File: config.mk
export PLATFORM = sky130hd
export DESIGN_NAME = daq_top
export DESIGN_NICKNAME = d
export VERILOG_FILES = /design/src/hdl/daq_pkg.sv /design/src/hdl/byte_fifo.sv /design/src/hdl/cmd_parser.sv /design/src/hdl/frame_packer.sv /design/src/hdl/ctrl_seq.sv /design/src/hdl/daq_top.sv
export SDC_FILE = /design/constraint.sdc
export NUM_CORES = 1
export LEC_CHECK = 0
export ABC_CLOCK_PERIOD_IN_PS = 7850
export BUFFER_PORTS_ARGS = -buffer_cell sky130_fd_sc_hd__buf_4
export CAP_MARGIN = 0
export CORE_MARGIN = 4
export CORE_UTILIZATION = 61
export DETAILED_ROUTE_END_ITERATION = 8
export PLACE_DENSITY = 0.79
export SYNTH_ARGS = -nofsm -noshare
export SYNTH_HDL_FRONTEND = slang
export SYNTH_SLANG_ARGS = --single-unit
File: constraint.sdc
create_clock -name sys_clk -period 7.85 [get_ports sys_clk]
set_input_delay 0.785 -clock sys_clk [delete_from_list [all_inputs] [get_ports sys_clk]]
set_output_delay 0.785 -clock sys_clk [all_outputs]
set_load 0.01 [all_outputs]
File: src/hdl/daq_pkg.sv
package daq_pkg;

    // command layout
    localparam int unsigned CMD_LEN = 12;
    localparam logic [7:0] CMD_HDR0 = 8'h55;
    localparam logic [7:0] CMD_HDR1 = 8'hAA;

    // first byte of every outgoing frame
    localparam logic [7:0] FRAME_HDR = 8'h5A;

    // config bank, command bytes 2..10 with byte 2 in the top bits
    typedef struct packed {
        logic [7:0] kind_dev;
        logic [7:0] info_sr;
        logic [7:0] cmd_filt;
        logic [7:0] cmd_mix0;
        logic [7:0] cmd_mix1;
        logic [7:0] cmd_reg4;
        logic [7:0] cmd_reg5;
        logic [7:0] cmd_reg6;
        logic [7:0] cmd_reg7;
    } cfg_bank_t;

    // command parser
    typedef enum logic [2:0] {
        PARSE_IDLE,
        PARSE_HEADER,
        PARSE_BODY,
        PARSE_CHECK,
        PARSE_DRAIN,
        PARSE_DONE
    } parse_state_e;

    // frame packer
    typedef enum logic [2:0] {
        PACK_IDLE,
        PACK_HDR,
        PACK_KIND,
        PACK_SEQ,
        PACK_DATA,
        PACK_DONE
    } pack_state_e;

    // control sequencer
    typedef enum logic [1:0] {
        SEQ_IDLE,
        SEQ_PARSE,
        SEQ_PACK
    } seq_state_e;

endpackage

File: src/hdl/byte_fifo.sv
module byte_fifo #(
    parameter int FIFO_AW = 5
) (
    input  logic               sys_clk,
    input  logic               arst_n,
    input  logic               wr_valid,
    input  logic [7:0]         wr_data,
    output logic               wr_ready,
    output logic               rd_valid,
    input  logic               rd_ready,
    output logic [7:0]         rd_data,
    output logic [FIFO_AW:0]   count
);

    localparam int DEPTH = 1 << FIFO_AW;
    // occupancy value when every slot holds a byte
    localparam logic [FIFO_AW:0] FULL_CNT = {1'b1, {FIFO_AW{1'b0}}};

    logic [7:0]         mem [DEPTH];
    logic [FIFO_AW-1:0] wr_ptr;
    logic [FIFO_AW-1:0] rd_ptr;
    logic               push;
    logic               pop;

    // flags straight from occupancy
    assign wr_ready = (count != FULL_CNT);
    assign rd_valid = (count != '0);

    // oldest byte always on the read side
    assign rd_data = mem[rd_ptr];

    assign push = wr_valid & wr_ready;
    assign pop  = rd_valid & rd_ready;

    // storage array
    always_ff @(posedge sys_clk) begin
        if (push) begin
            mem[wr_ptr] <= wr_data;
        end
    end

    // pointers wrap naturally at DEPTH
    always_ff @(posedge sys_clk or negedge arst_n) begin
        if (!arst_n) begin
            wr_ptr <= '0;
            rd_ptr <= '0;
        end else begin
            if (push) begin
                wr_ptr <= wr_ptr + 1'b1;
            end
            if (pop) begin
                rd_ptr <= rd_ptr + 1'b1;
            end
        end
    end

    // simultaneous push and pop leaves count as is
    always_ff @(posedge sys_clk or negedge arst_n) begin
        if (!arst_n) begin
            count <= '0;
        end else begin
            case ({push, pop})
                2'b10:   count <= count + 1'b1;
                2'b01:   count <= count - 1'b1;
                default: count <= count;
            endcase
        end
    end

endmodule

File: src/hdl/cmd_parser.sv
module cmd_parser (
    input  logic               sys_clk,
    input  logic               arst_n,
    input  logic               fs_parse,
    output logic               fd_parse,
    input  logic               rd_valid,
    input  logic [7:0]         rd_data,
    output logic               rd_ready,
    output logic               cmd_ok,
    output logic               cmd_err,
    output daq_pkg::cfg_bank_t cfg
);

    import daq_pkg::*;

    // byte positions inside a command
    localparam logic [3:0] LAST_BODY = 4'(CMD_LEN - 2);
    localparam logic [3:0] LAST_BYTE = 4'(CMD_LEN - 1);

    parse_state_e state;
    logic [3:0]   idx;
    logic [7:0]   sum;
    logic         good;
    cfg_bank_t    shadow;
    logic         pop;

    // pop only while a command is being walked
    assign rd_ready = (state == PARSE_HEADER) || (state == PARSE_BODY) ||
                      (state == PARSE_CHECK)  || (state == PARSE_DRAIN);
    assign pop = rd_valid & rd_ready;

    // one-cycle done with its verdict
    assign fd_parse = (state == PARSE_DONE);
    assign cmd_ok   = fd_parse & good;
    assign cmd_err  = fd_parse & ~good;

    // shadow bank, bytes shift in from the bottom
    always_ff @(posedge sys_clk) begin
        if (state == PARSE_BODY && pop) begin
            shadow <= {shadow[63:0], rd_data};
        end
    end

    always_ff @(posedge sys_clk or negedge arst_n) begin
        if (!arst_n) begin
            state <= PARSE_IDLE;
            idx   <= '0;
            sum   <= '0;
            good  <= 1'b0;
            cfg   <= '0;
        end else begin
            case (state)
                PARSE_IDLE: begin
                    idx  <= '0;
                    sum  <= '0;
                    good <= 1'b0;
                    if (fs_parse) begin
                        state <= PARSE_HEADER;
                    end
                end
                PARSE_HEADER: begin
                    if (pop) begin
                        idx <= idx + 1'b1;
                        // bad header byte, skip what is left
                        if (rd_data != ((idx == '0) ? CMD_HDR0 : CMD_HDR1)) begin
                            state <= PARSE_DRAIN;
                        end else if (idx != '0) begin
                            state <= PARSE_BODY;
                        end
                    end
                end
                PARSE_BODY: begin
                    if (pop) begin
                        idx <= idx + 1'b1;
                        sum <= sum + rd_data;
                        if (idx == LAST_BODY) begin
                            state <= PARSE_CHECK;
                        end
                    end
                end
                PARSE_CHECK: begin
                    if (pop) begin
                        // commit here so cfg is current during the done pulse
                        if (rd_data == sum) begin
                            good <= 1'b1;
                            cfg  <= shadow;
                        end
                        state <= PARSE_DONE;
                    end
                end
                PARSE_DRAIN: begin
                    if (pop) begin
                        idx <= idx + 1'b1;
                        if (idx == LAST_BYTE) begin
                            state <= PARSE_DONE;
                        end
                    end
                end
                PARSE_DONE: begin
                    state <= PARSE_IDLE;
                end
                default: begin
                    state <= PARSE_IDLE;
                end
            endcase
        end
    end

endmodule

File: src/hdl/frame_packer.sv
module frame_packer #(
    parameter int PAYLOAD_LEN = 8
) (
    input  logic       sys_clk,
    input  logic       arst_n,
    input  logic       fs_pack,
    output logic       fd_pack,
    input  logic [7:0] kind_dev,
    input  logic       rd_valid,
    input  logic [7:0] rd_data,
    output logic       rd_ready,
    output logic       tx_valid,
    input  logic       tx_ready,
    output logic [7:0] tx_data,
    output logic       tx_last
);

    import daq_pkg::*;

    localparam int CNT_W = (PAYLOAD_LEN > 1) ? $clog2(PAYLOAD_LEN) : 1;
    localparam logic [CNT_W-1:0] LAST_IDX = CNT_W'(PAYLOAD_LEN - 1);

    pack_state_e      state;
    logic [CNT_W-1:0] data_cnt;
    logic [7:0]       seq_num;
    logic [7:0]       kind_q;
    logic             xfer;

    // payload bytes go straight from fifo to tx
    assign rd_ready = (state == PACK_DATA) & tx_ready;

    always_comb begin
        case (state)
            PACK_HDR: begin
                tx_valid = 1'b1;
                tx_data  = FRAME_HDR;
            end
            PACK_KIND: begin
                tx_valid = 1'b1;
                tx_data  = kind_q;
            end
            PACK_SEQ: begin
                tx_valid = 1'b1;
                tx_data  = seq_num;
            end
            PACK_DATA: begin
                tx_valid = rd_valid;
                tx_data  = rd_data;
            end
            default: begin
                tx_valid = 1'b0;
                tx_data  = '0;
            end
        endcase
    end

    assign tx_last = (state == PACK_DATA) && (data_cnt == LAST_IDX);
    assign xfer    = tx_valid & tx_ready;
    assign fd_pack = (state == PACK_DONE);

    // kind byte frozen for the whole frame
    always_ff @(posedge sys_clk) begin
        if (state == PACK_IDLE && fs_pack) begin
            kind_q <= kind_dev;
        end
    end

    always_ff @(posedge sys_clk or negedge arst_n) begin
        if (!arst_n) begin
            state    <= PACK_IDLE;
            data_cnt <= '0;
            seq_num  <= '0;
        end else begin
            case (state)
                PACK_IDLE: begin
                    data_cnt <= '0;
                    if (fs_pack) begin
                        state <= PACK_HDR;
                    end
                end
                PACK_HDR: begin
                    if (xfer) begin
                        state <= PACK_KIND;
                    end
                end
                PACK_KIND: begin
                    if (xfer) begin
                        state <= PACK_SEQ;
                    end
                end
                PACK_SEQ: begin
                    if (xfer) begin
                        state <= PACK_DATA;
                    end
                end
                PACK_DATA: begin
                    if (xfer) begin
                        data_cnt <= data_cnt + 1'b1;
                        if (tx_last) begin
                            state <= PACK_DONE;
                        end
                    end
                end
                PACK_DONE: begin
                    // next frame number
                    seq_num <= seq_num + 1'b1;
                    state   <= PACK_IDLE;
                end
                default: begin
                    state <= PACK_IDLE;
                end
            endcase
        end
    end

endmodule

File: src/hdl/ctrl_seq.sv
module ctrl_seq #(
    parameter int FIFO_AW     = 5,
    parameter int PAYLOAD_LEN = 8
) (
    input  logic             sys_clk,
    input  logic             arst_n,
    input  logic [FIFO_AW:0] cmd_count,
    input  logic [FIFO_AW:0] dat_count,
    output logic             fs_parse,
    input  logic             fd_parse,
    input  logic             cmd_ok,
    input  logic [7:0]       new_kind,
    output logic             fs_pack,
    input  logic             fd_pack,
    output logic             armed
);

    import daq_pkg::*;

    // fifo levels that allow a start
    localparam logic [FIFO_AW:0] CMD_THR = (FIFO_AW + 1)'(CMD_LEN);
    localparam logic [FIFO_AW:0] DAT_THR = (FIFO_AW + 1)'(PAYLOAD_LEN);

    seq_state_e state;

    // start flags held for the whole job
    assign fs_parse = (state == SEQ_PARSE);
    assign fs_pack  = (state == SEQ_PACK);

    always_ff @(posedge sys_clk or negedge arst_n) begin
        if (!arst_n) begin
            state <= SEQ_IDLE;
        end else begin
            case (state)
                SEQ_IDLE: begin
                    // a full command wins over a ready frame
                    if (cmd_count >= CMD_THR) begin
                        state <= SEQ_PARSE;
                    end else if (armed && dat_count >= DAT_THR) begin
                        state <= SEQ_PACK;
                    end
                end
                SEQ_PARSE: begin
                    if (fd_parse) begin
                        state <= SEQ_IDLE;
                    end
                end
                SEQ_PACK: begin
                    // frame always runs to its end
                    if (fd_pack) begin
                        state <= SEQ_IDLE;
                    end
                end
                default: begin
                    state <= SEQ_IDLE;
                end
            endcase
        end
    end

    // kind zero in a good command disarms
    always_ff @(posedge sys_clk or negedge arst_n) begin
        if (!arst_n) begin
            armed <= 1'b0;
        end else if (cmd_ok) begin
            armed <= (new_kind != '0);
        end
    end

endmodule

File: src/hdl/daq_top.sv
module daq_top #(
    parameter int FIFO_AW     = 5,
    parameter int PAYLOAD_LEN = 8
) (
    input  logic               sys_clk,
    input  logic               arst_n,
    input  logic               cmd_valid,
    output logic               cmd_ready,
    input  logic [7:0]         cmd_data,
    input  logic               adc_valid,
    output logic               adc_ready,
    input  logic [7:0]         adc_data,
    output logic               tx_valid,
    input  logic               tx_ready,
    output logic [7:0]         tx_data,
    output logic               tx_last,
    output daq_pkg::cfg_bank_t cfg,
    output logic               cmd_ok,
    output logic               cmd_err,
    output logic               armed
);

    // command fifo read side
    logic             cmd_rd_valid;
    logic             cmd_rd_ready;
    logic [7:0]       cmd_rd_data;
    logic [FIFO_AW:0] cmd_count;

    // data fifo read side
    logic             dat_rd_valid;
    logic             dat_rd_ready;
    logic [7:0]       dat_rd_data;
    logic [FIFO_AW:0] dat_count;

    // start and done flags
    logic fs_parse;
    logic fd_parse;
    logic fs_pack;
    logic fd_pack;

    byte_fifo #(
        .FIFO_AW (FIFO_AW)
    ) u_cmd_fifo (
        .sys_clk  (sys_clk),
        .arst_n   (arst_n),
        .wr_valid (cmd_valid),
        .wr_data  (cmd_data),
        .wr_ready (cmd_ready),
        .rd_valid (cmd_rd_valid),
        .rd_ready (cmd_rd_ready),
        .rd_data  (cmd_rd_data),
        .count    (cmd_count)
    );

    // samples land here armed or not
    byte_fifo #(
        .FIFO_AW (FIFO_AW)
    ) u_dat_fifo (
        .sys_clk  (sys_clk),
        .arst_n   (arst_n),
        .wr_valid (adc_valid),
        .wr_data  (adc_data),
        .wr_ready (adc_ready),
        .rd_valid (dat_rd_valid),
        .rd_ready (dat_rd_ready),
        .rd_data  (dat_rd_data),
        .count    (dat_count)
    );

    cmd_parser u_cmd_parser (
        .sys_clk  (sys_clk),
        .arst_n   (arst_n),
        .fs_parse (fs_parse),
        .fd_parse (fd_parse),
        .rd_valid (cmd_rd_valid),
        .rd_data  (cmd_rd_data),
        .rd_ready (cmd_rd_ready),
        .cmd_ok   (cmd_ok),
        .cmd_err  (cmd_err),
        .cfg      (cfg)
    );

    frame_packer #(
        .PAYLOAD_LEN (PAYLOAD_LEN)
    ) u_frame_packer (
        .sys_clk  (sys_clk),
        .arst_n   (arst_n),
        .fs_pack  (fs_pack),
        .fd_pack  (fd_pack),
        .kind_dev (cfg.kind_dev),
        .rd_valid (dat_rd_valid),
        .rd_data  (dat_rd_data),
        .rd_ready (dat_rd_ready),
        .tx_valid (tx_valid),
        .tx_ready (tx_ready),
        .tx_data  (tx_data),
        .tx_last  (tx_last)
    );

    // kind byte from the bank decides arming
    ctrl_seq #(
        .FIFO_AW     (FIFO_AW),
        .PAYLOAD_LEN (PAYLOAD_LEN)
    ) u_ctrl_seq (
        .sys_clk   (sys_clk),
        .arst_n    (arst_n),
        .cmd_count (cmd_count),
        .dat_count (dat_count),
        .fs_parse  (fs_parse),
        .fd_parse  (fd_parse),
        .cmd_ok    (cmd_ok),
        .new_kind  (cfg.kind_dev),
        .fs_pack   (fs_pack),
        .fd_pack   (fd_pack),
        .armed     (armed)
    );

endmodule

# == After elaboration in Yosys (flattened, before gate mapping) ==
# Memory sizes are Yosys's and may differ from the RTL's.
# Cells that the tools add are included.
# word_totals
mem_count,2
wordCells,172
mem_bits_rw,512
output_inout_bits,87
regBits,217
# memory_table
name,words,word_bits,rd,rd_ports_with_merged_regs,wr,line_no,rtl
u_cmd_fifo.mem,32,8,1,0,1,byte_fifo.sv:19,logic [7:0] mem [DEPTH];
u_dat_fifo.mem,32,8,1,0,1,byte_fifo.sv:19,
# op_classes
bitwise,9
reduce_logical,31
mux,40
add_sub_neg,12
order_cmp,2
n_eq_ne,42
# op_table
cell,count
3-bit 2-to-1 mux,16
8-bit one-hot mux with 4 select lines,1
3-bit one-hot mux with 5 select lines,2
6-bit one-hot mux with 2 select lines,2
"5-bit by 1-bit adder with 5-bit output, second input constant",4
"2-bit != test, second input constant",10
8-bit 2-to-1 mux,2
8-bit one-hot mux with 2 select lines,1
"3-bit equality test, second input constant",5
"2-bit by 1-bit != test with 1-bit output, second input constant",7
"6-bit by 1-bit adder with 6-bit output, second input constant",2
"3-bit by 2-bit equality test with 1-bit output, second input constant",4
"6-bit by 4-bit >= comparator with 1-bit output, second input constant",2
"6-bit != test, second input constant",2
2-bit nonzero test,6
6-bit nonzero test,2
"6-bit by 1-bit subtractor with 6-bit output, second input constant",2
3-bit AND reduction,3
"8-bit by 1-bit adder with 8-bit output, second input constant",1
8-bit adder,1
1-bit bitwise AND,8
"4-bit equality test, second input constant",2
8-bit equality test,1
2-bit 2-to-1 mux,4
other kinds (26),46

# == Longest topological paths before layout ==
# Gate-level depths: netlist (run 1).
# logic_depth
ltp_word,7
mapped_depth,17

# == Cells and area by module ==
# Synthesis (run 1) repeated with hierarchy kept, for this count alone.
# unflattened
cells_unflattened,1605
hier_area_um2,29567.1
# modules_own_cells
mod,area_per_inst_um2,cells_each,n_inst,seq_area_each_um2
byte_fifo (u_dat_fifo),10926.7,564,1,8087.8
byte_fifo (u_cmd_fifo),10925.5,564,1,8087.8
cmd_parser,6357.3,355,1,4364.2
frame_packer,1197.4,106,1,590.6
ctrl_seq,160.2,16,1,75.1

# == Least setup slack after synthesis (run 1) ==
# Ideal clock, no wire load.
# synth_timing
path_type,register to register
from,register u_cmd_fifo.count[1]
to,register u_cmd_parser.sum[3]
stages_incl_launch_ff,5
path_slack_ns,0.921
setup_ns,0.388
period_less_slack_ns,6.929
t_required_ns,7.462
arrival_ns,6.541
cell_sequence,dfrtp_1 -> or3_1 -> nor4_1 -> nor3_1 -> o21ai_0
# synth_via
elab_chain_len,4
# synth_rtl
item,line_no,rtl
"start, declared",byte_fifo.sv:12,output logic [FIFO_AW:0] count
"start signal, assigned",byte_fifo.sv:63,2'b10: count <= count + 1'b1;
"start signal, assigned",byte_fifo.sv:64,2'b01: count <= count - 1'b1;
"start signal, assigned",byte_fifo.sv:65,default: count <= count;
6-bit nonzero test,byte_fifo.sv:27,assign rd_valid = (count != '0);
1-bit bitwise AND,cmd_parser.sv:30,assign pop = rd_valid & rd_ready;
2-bit != test (no line),n/a,
2-bit AND reduction (no line),n/a,
"end signal, assigned",cmd_parser.sv:75,sum <= sum + rd_data;
"end, declared",cmd_parser.sv:22,logic [7:0] sum;
# No other way between the ends.
# A chain may end at the register's enable or synchronous reset.

# == Worst setup path in the final report (run 1) ==
# layout_timing
from,register u_cmd_fifo.rd_ptr[1]
to,"register, netlist name u_cmd_parser.cfg[43]"
# layout_via
elab_chain_len,3
# layout_rtl
item,line_no,rtl
"start, declared",byte_fifo.sv:21,logic [FIFO_AW-1:0] rd_ptr;
"start signal, assigned",byte_fifo.sv:52,rd_ptr <= rd_ptr + 1'b1;
memory read 32 x 8 bit,n/a,
via cmd_rd_data[0],daq_top.sv:26,logic [7:0] cmd_rd_data;
8-bit equality test,cmd_parser.sv:84,if (rd_data == sum) begin
3-bit AND reduction (no line),n/a,
# The timed path passes the listed nets, and every way through them passes these cells.

==> results of run 1 <==
placed cells by master, fill, tap and decap left out, drive strengths merged, types with 17 or more instances in the layout:
cell type,n
a21oi,22
buf,118
clkbuf,99
clkinv,23
dfrtp,137
edfxtp,592
ha,31
inv,29
mux2,80
mux2i,42
mux4,133
nand2,66
nand3,17
nor2,98
o21ai,34
xnor2,27
cells in the mapped netlist, types with 16 or more instances:
library cell	instances
nor2_1	98
ha_1	31
edfxtp_1	592
clkbuf_1	34
inv_1	26
nand3_1	17
o21ai_0	34
mux4_2	133
buf_2	19
dfrtp_1	137
nand2_1	66
o22ai_1	16
mux2i_1	42
a21oi_1	22
xor2_1	16
mux2_1	69
xnor2_1	27
metal layers:
| metal | global-route usage, % | wire [um] |
|---|---|---|
| met5 | 0 | 0 |
| met4 | 7.21 | 1750 |
| met3 | 4.16 | 3350 |
| met2 | 38.7 | 29900 |
| met1 | 32.3 | 23100 |
sequential cells by signal, summed over array words and instances, names as in the netlist, 4 cells and up:
name	flops
u_cmd_fifo.rd_ptr	5
u_frame_packer.kind_q	8
u_cmd_parser.cfg	72
u_cmd_parser.sum	8
u_cmd_fifo.count	6
u_cmd_parser.idx	4
u_cmd_parser.shadow	72
u_dat_fifo.wr_ptr	5
u_cmd_fifo.mem	256
u_dat_fifo.rd_ptr	5
u_cmd_fifo.wr_ptr	5
u_dat_fifo.mem	256
u_frame_packer.seq_num	8
u_dat_fifo.count	6
worst max-delay path, cell delays in order, from the launching register on:
cell and delay [ns]:
dfrtp_4 1.00, buf_4 0.46, mux4_2 0.55, nand2_1 0.08, a21oi_1 0.15, o22ai_1 0.31, inv_1 0.10, ha_1 0.32
or3_1 0.37, nor3_1 0.30, nand4_4 0.12, buf_4 0.43, mux2_1 0.45
kinds of logic (layout without fill, tap and decap cells):
logic type                 Yosys count  count (layout)  synth area share (%)
buffers and inverters               98             273                  1.49
DFF                                729             729                  73.4
and+or+nand+nor                    259             259                  4.21
muxes                              255             255                  14.9
AOI/OAI and AO/OA                  133             133                  3.02
xor gates and xnor gates            43              43                  1.30
adders and majority gates           37              37                  1.62
metrics by stage:
| stage | instances | cell area, um^2 | hold WS (ns) | total power, W |
|---|---|---|---|---|
| floorplan | 1554 | 28900 | 0.419 | 0.00687 |
| global placement | 2207 | 30200 | 0.421 | 0.00761 |
| detailed placement | 2207 | 30200 | 0.430 | 0.00769 |
| CTS | 2336 | 32400 | 0.245 | 0.0109 |
| global route | 2336 | 32400 | 0.264 | 0.0114 |
| finish | 2336 | 32400 | 0.218 | 0.0109 |
where the power goes:
part / total (W) / switching [W] / internal [W]
combinational: 0.00277 / 0.00148 / 0.00130
clock: 0.00324 / 0.00139 / 0.00186
sequential: 0.00486 / 0.000389 / 0.00447
how the worst min path moves through the flow:
stage | startpoint | endpoint | slack [ns] | depth (start not counted)
floorplan | u_cmd_parser.shadow[2]$_DFFE_PP_ | u_cmd_parser.shadow[10]$_DFFE_PP_ | 0.42 | 0
global placement | u_cmd_parser.shadow[45]$_DFFE_PP_ | u_cmd_parser.shadow[53]$_DFFE_PP_ | 0.42 | 0
detailed placement | u_cmd_parser.shadow[52]$_DFFE_PP_ | u_cmd_parser.shadow[60]$_DFFE_PP_ | 0.43 | 0
CTS | arst_n | u_frame_packer.seq_num[1]$_DFFE_PN0P_ | 0.25 | 1
global route | arst_n | u_frame_packer.seq_num[1]$_DFFE_PN0P_ | 0.26 | 1
finish | arst_n | u_cmd_parser.cfg[57]$_DFFE_PN0P_ | 0.22 | 1
layout make-up:
type                    instances  area [um^2]
repair buffers                118          890
clock inverters                30          241
well taps                     607          759
clock buffers                  99         1970
flip-flops and latches        729        21200
inverters                      26         97.6
multi-input cells             727         7260
fillers                      2835        14200
==> results.yml, run 1 <==
routing:
  route.detailed.drc: 0
  drt-pass1-iter-count: 5
  drtIter0Drc: 1496
  wl_per_cell_um: 24.9
  ant_nets: 0
  vias: 14600
  vias_per_cell: 6.23
  wirelength_um: 58100
grt:
  first_global_vias: 14800
  grt_max_degree: 81
  antenna_found_initial: 0
  grt-ovfl-total: 0
  grt.total_usage_pct: 23.3
  grt_first_pass_wirelength_um: 89900
setup_path:
  worstRegToRegCells: 12
  crit_type: "reg -> reg"
  cp-end-kind: "flip-flop"
  worstPathArrival_ns: 5.35
  regToRegSetupSlack_ns: 2.96
  reg2reg_from: "u_cmd_fifo.rd_ptr[1]$_DFFE_PN0P_"
  critPathLaunch: "u_cmd_fifo.rd_ptr[1]$_DFFE_PN0P_"
  worstPathMaxFanout: 73
  timing.rr.end: "u_cmd_parser.cfg[43]$_DFFE_PN0P_"
  cp-endpoint: "u_cmd_parser.cfg[43]$_DFFE_PN0P_"
  required_ns: 8.31
  critPathLaunchType: "flip-flop"
place:
  dp_hpwl_um: 36200
  place_ws_ns: 3.00
  globalplace.congestion: 0.877
  numPortBuffers: 107
finish:
  antenna_cells: 0
  syn_to_final_growth_pct: 12.3
  fin_util_pct: 69.5
  drive_above_1_share_pct: 21.7
  fin_nets: 1727
die:
  fp.dieW_um: 226
  ioPinCount: 108
  fp.dieH_um: 226
  die_area_um2: 50900
  core-area_um2: 46700
  row_count: 79
  initial_utilization_pct: 61.9
sta:
  slew_viol_final: 0
  tightest_slew_ns: 1.25
  finalCritPeriodShare_pct: 62.2
  fmaxAchievable_mhz: 205
  rsz0062_at_grt: "false"
  fin_ws_ns: 2.96
  setup_viol: 0
  fin_setup_tns_ns: 0
  finalCriticalPeriod_ns: 4.89
  clock_skew_ns: 0.0262
  hold_viol: 0
  slew_headroom_pct: 16.5
yosys:
  yosysTopAreaCellShare_pct: 61.5
  postSynthRegisterBits: 729
  netlist_area_um2: 28900
  synth_largest_area_cell: "edfxtp_1"
  synthFlopType: "edfxtp_1"
  synth_cell_types: 60
  syn_nets: 1608
  synth_edf_count: 592
  synth_area_per_cell_um2: 18.6
  async_flop_share_pct: 18.8
  ys_seq_area_share_pct: 73.4
  syn_inst: 1554
  yosys_warnings: 0
  synth_area_leaders: "edfxtp_1 62%, dfrtp_1 12%, mux4_2 10%, mux2_1 2.7%, mux2i_1 1.5%"
clocking:
  clk_pin_slew_worst_paths_ns: 0.06
  clk_latency_ns: 0.61
  ctsHtreeMaxLevel: 3
  cts_resized: 0
  cts_sinks: 729
  post_cts_buffers: 0
  cts_tree: "yes"
  root_buffer: "clkbuf_16"
  cts_hold_buf: 0
  cts.path.max_buffers: 3
  cts_buffers: 71
power:
  power_density_nw_per_um2: 335
  peakVddDrop_mv: 0.260
  p_leak_nw: 11.7
run:
  drv_cap: 0
status:
  status: "finished, final reports clean"
worst_hold_path:
  worstHoldPathType: "in -> async"
Power figures use the tool's default switching activity.
==> run 2: changes to the inputs <==
--- a/config.mk
+++ b/config.mk
@@ -5,7 +5,7 @@
 export SDC_FILE = /design/constraint.sdc
 export NUM_CORES = 1
 export LEC_CHECK = 0
-export ABC_CLOCK_PERIOD_IN_PS = 7850
+export ABC_CLOCK_PERIOD_IN_PS = 5100
 export BUFFER_PORTS_ARGS = -buffer_cell sky130_fd_sc_hd__buf_4
 export CAP_MARGIN = 0
 export CORE_MARGIN = 4
==> constraint.sdc (replaced) <==
create_clock -name sys_clk -period 5.1 [get_ports sys_clk]
set_input_delay 0.51 -clock sys_clk [delete_from_list [all_inputs] [get_ports sys_clk]]
set_output_delay 0.51 -clock sys_clk [all_outputs]
set_load 0.01 [all_outputs]
==> results.yml, run 2 (synthesis results as in run 1) <==
finish:
  fin_area_um2: 32600
  fillers: 2784
  final_common_cell: "edfxtp_1"
  drive_above_1_share_pct: 22.3
  antenna_cells: 0
  fin_util_pct: 69.9
  final_cell_mix: "592 x edfxtp_1, 133 x mux4_2, 132 x dfrtp_1"
  fin_nets: 1735
  syn_to_final_growth_pct: 12.8
  largestRegisters: "u_cmd_fifo.mem: 256 flops, u_dat_fifo.mem: 256 flops"
clocking:
  cts_resized: 0
  cts_tree: "yes"
  cts_buffers: 72
  post_cts_buffers: 0
  cts_hold_buf: 0
  cts.path.max_buffers: 3
  ctsHtreeMaxLevel: 3
  clk_latency_ns: 0.60
  root_buffer: "clkbuf_16"
  cts_sinks: 729
  clk_pin_slew_worst_paths_ns: 0.06
setup_path:
  crit_chain: "buf_4 -> mux4_2 -> a211o_1 -> a2bb2oi_1 -> ha_1 -> nor4_1 -> nand4_4 -> buf_4 -> mux2_1"
  worstPathArrival_ns: 4.89
  critPathTopFamily: "multiplexers"
  crit_top_cell: "buf_4"
  worstPathMaxFanout: 73
  critPathLaunchType: "flip-flop"
  crit_type: "reg -> reg"
  cpMaxStageDelayCell: "dfrtp_2"
  worst-path-stages: 9
  cp-end-kind: "flip-flop"
  required_ns: 5.56
  cpPeakStageDelay_ns: 0.94
  worstRegToRegCells: 9
  crit_buf_inv: 2
power:
  power_w: 0.0170
  power_density_nw_per_um2: 521
  p_leak_nw: 11.7
  peakVddDrop_mv: 0.493
die:
  initial_utilization_pct: 61.9
  fp.dieW_um: 226
  row_count: 79
  ioPinCount: 108
  die_area_um2: 50900
  fp.dieH_um: 226
  core-area_um2: 46700
grt:
  grt_first_pass_wirelength_um: 92200
  grt.total_usage_pct: 23.9
  grt_max_degree: 98
  grt-ovfl-total: 0
  antenna_found_initial: 0
  first_global_vias: 15100
routing:
  route.detailed.drc: 0
  ant_nets: 0
  vias: 14800
  wirelength_um: 59600
  vias_per_cell: 6.32
  wl_per_cell_um: 25.5
  drtIter0Drc: 1614
  drt-pass1-iter-count: 5
place:
  dpl_cell_area_um2: 30300
  globalplace.congestion: 0.900
  numPortBuffers: 107
  dp_hpwl_um: 37400
sta:
  setup_viol: 0
  slew_viol_final: 0
  fmaxAchievable_mhz: 226
  hold_viol: 0
  tightest_slew_ns: 1.24
  finalCriticalPeriod_ns: 4.43
  clock_skew_ns: 0.0190
  rsz0062_at_grt: "false"
  finalCritPeriodShare_pct: 86.8
  fin_setup_tns_ns: 0
  holdWs_ns: 0.0463
  slew_headroom_pct: 17.2
run:
  drv_cap: 0
worst_hold_path:
  worstHoldPathType: "in -> async"
status:
  status: "finished, final reports clean"
[run 2: cell count changes in the layout (fill, tap and decap cells not counted), sizes merged]
cell / delta
bufinv: +1
clkbuf: -6
clkinv: +2
buf: +7
clkinvlp: +1
[run 2: layout make-up]
class                      instances  area (um^2)  area share [%]
clock inverter                    34          279           0.856
sequential                       729        21200            65.1
tap                              607          759            2.33
timing repair buffer             125          980            3.01
multi-input combinational        727         7280            22.3
clock buffer                      93         1980            6.09
inverter                          26         97.6           0.299
[run 2: power breakdown]
| group | switching [W] | total, W | internal (W) |
|---|---|---|---|
| clock network | 0.00214 | 0.00509 | 0.00295 |
| registers | 0.000615 | 0.00750 | 0.00688 |
| logic | 0.00234 | 0.00440 | 0.00206 |
[run 2: worst paths after layout]
| kind | from | endpoint | slack [ns] |
|---|---|---|---|
| hold reg to reg | u_cmd_parser.shadow[8]$_DFFE_PP_ | u_cmd_parser.shadow[16]$_DFFE_PP_ | 0.44 |
| setup reg to reg | u_cmd_fifo.rd_ptr[0]$_DFFE_PN0P_ | u_cmd_parser.cfg[48]$_DFFE_PN0P_ | 0.67 |
| setup / recovery | u_cmd_fifo.rd_ptr[0]$_DFFE_PN0P_ | u_cmd_parser.cfg[48]$_DFFE_PN0P_ | 0.67 |
| min in group sys_clk | tx_ready | u_frame_packer.state[2]$_DFFE_PN0P_ | 0.22 |
| max in group asynchronous | arst_n | u_dat_fifo.rd_ptr[0]$_DFFE_PN0P_ | 3.97 |
| hold / removal | arst_n | u_cmd_parser.cfg[49]$_DFFE_PN0P_ | 0.05 |
[run 2: routing by layer]
metal	up-vias	global-route usage (%)	wire (um)	share of wire, %
li1	6386	-	-	-
met1	7629	32.6	22900	38
met2	655	40.1	30900	52
met3	123	4.11	3970	6.7
met4	0	8.16	1940	3.2
met5	-	0	0	0
[run 2: through the flow]
stage | cells | worst slack (ns)
6_report | 2341 | 0.671
2_1_floorplan | 1554 | 0.748
5_1_grt | 2341 | 0.415
4_1_cts | 2341 | 0.668
3_3_place_gp | 2214 | 0.777
3_5_place_dp | 2214 | 0.709
[run 2: worst reg2reg max path: stages, from the launching register on]
cell and delay (ns):
dfrtp_2 0.94, buf_4 0.34, mux4_2 0.57, a211o_1 0.31
a2bb2oi_1 0.23, ha_1 0.37, nor4_1 0.47, nand4_4 0.13
buf_4 0.44, mux2_1 0.51
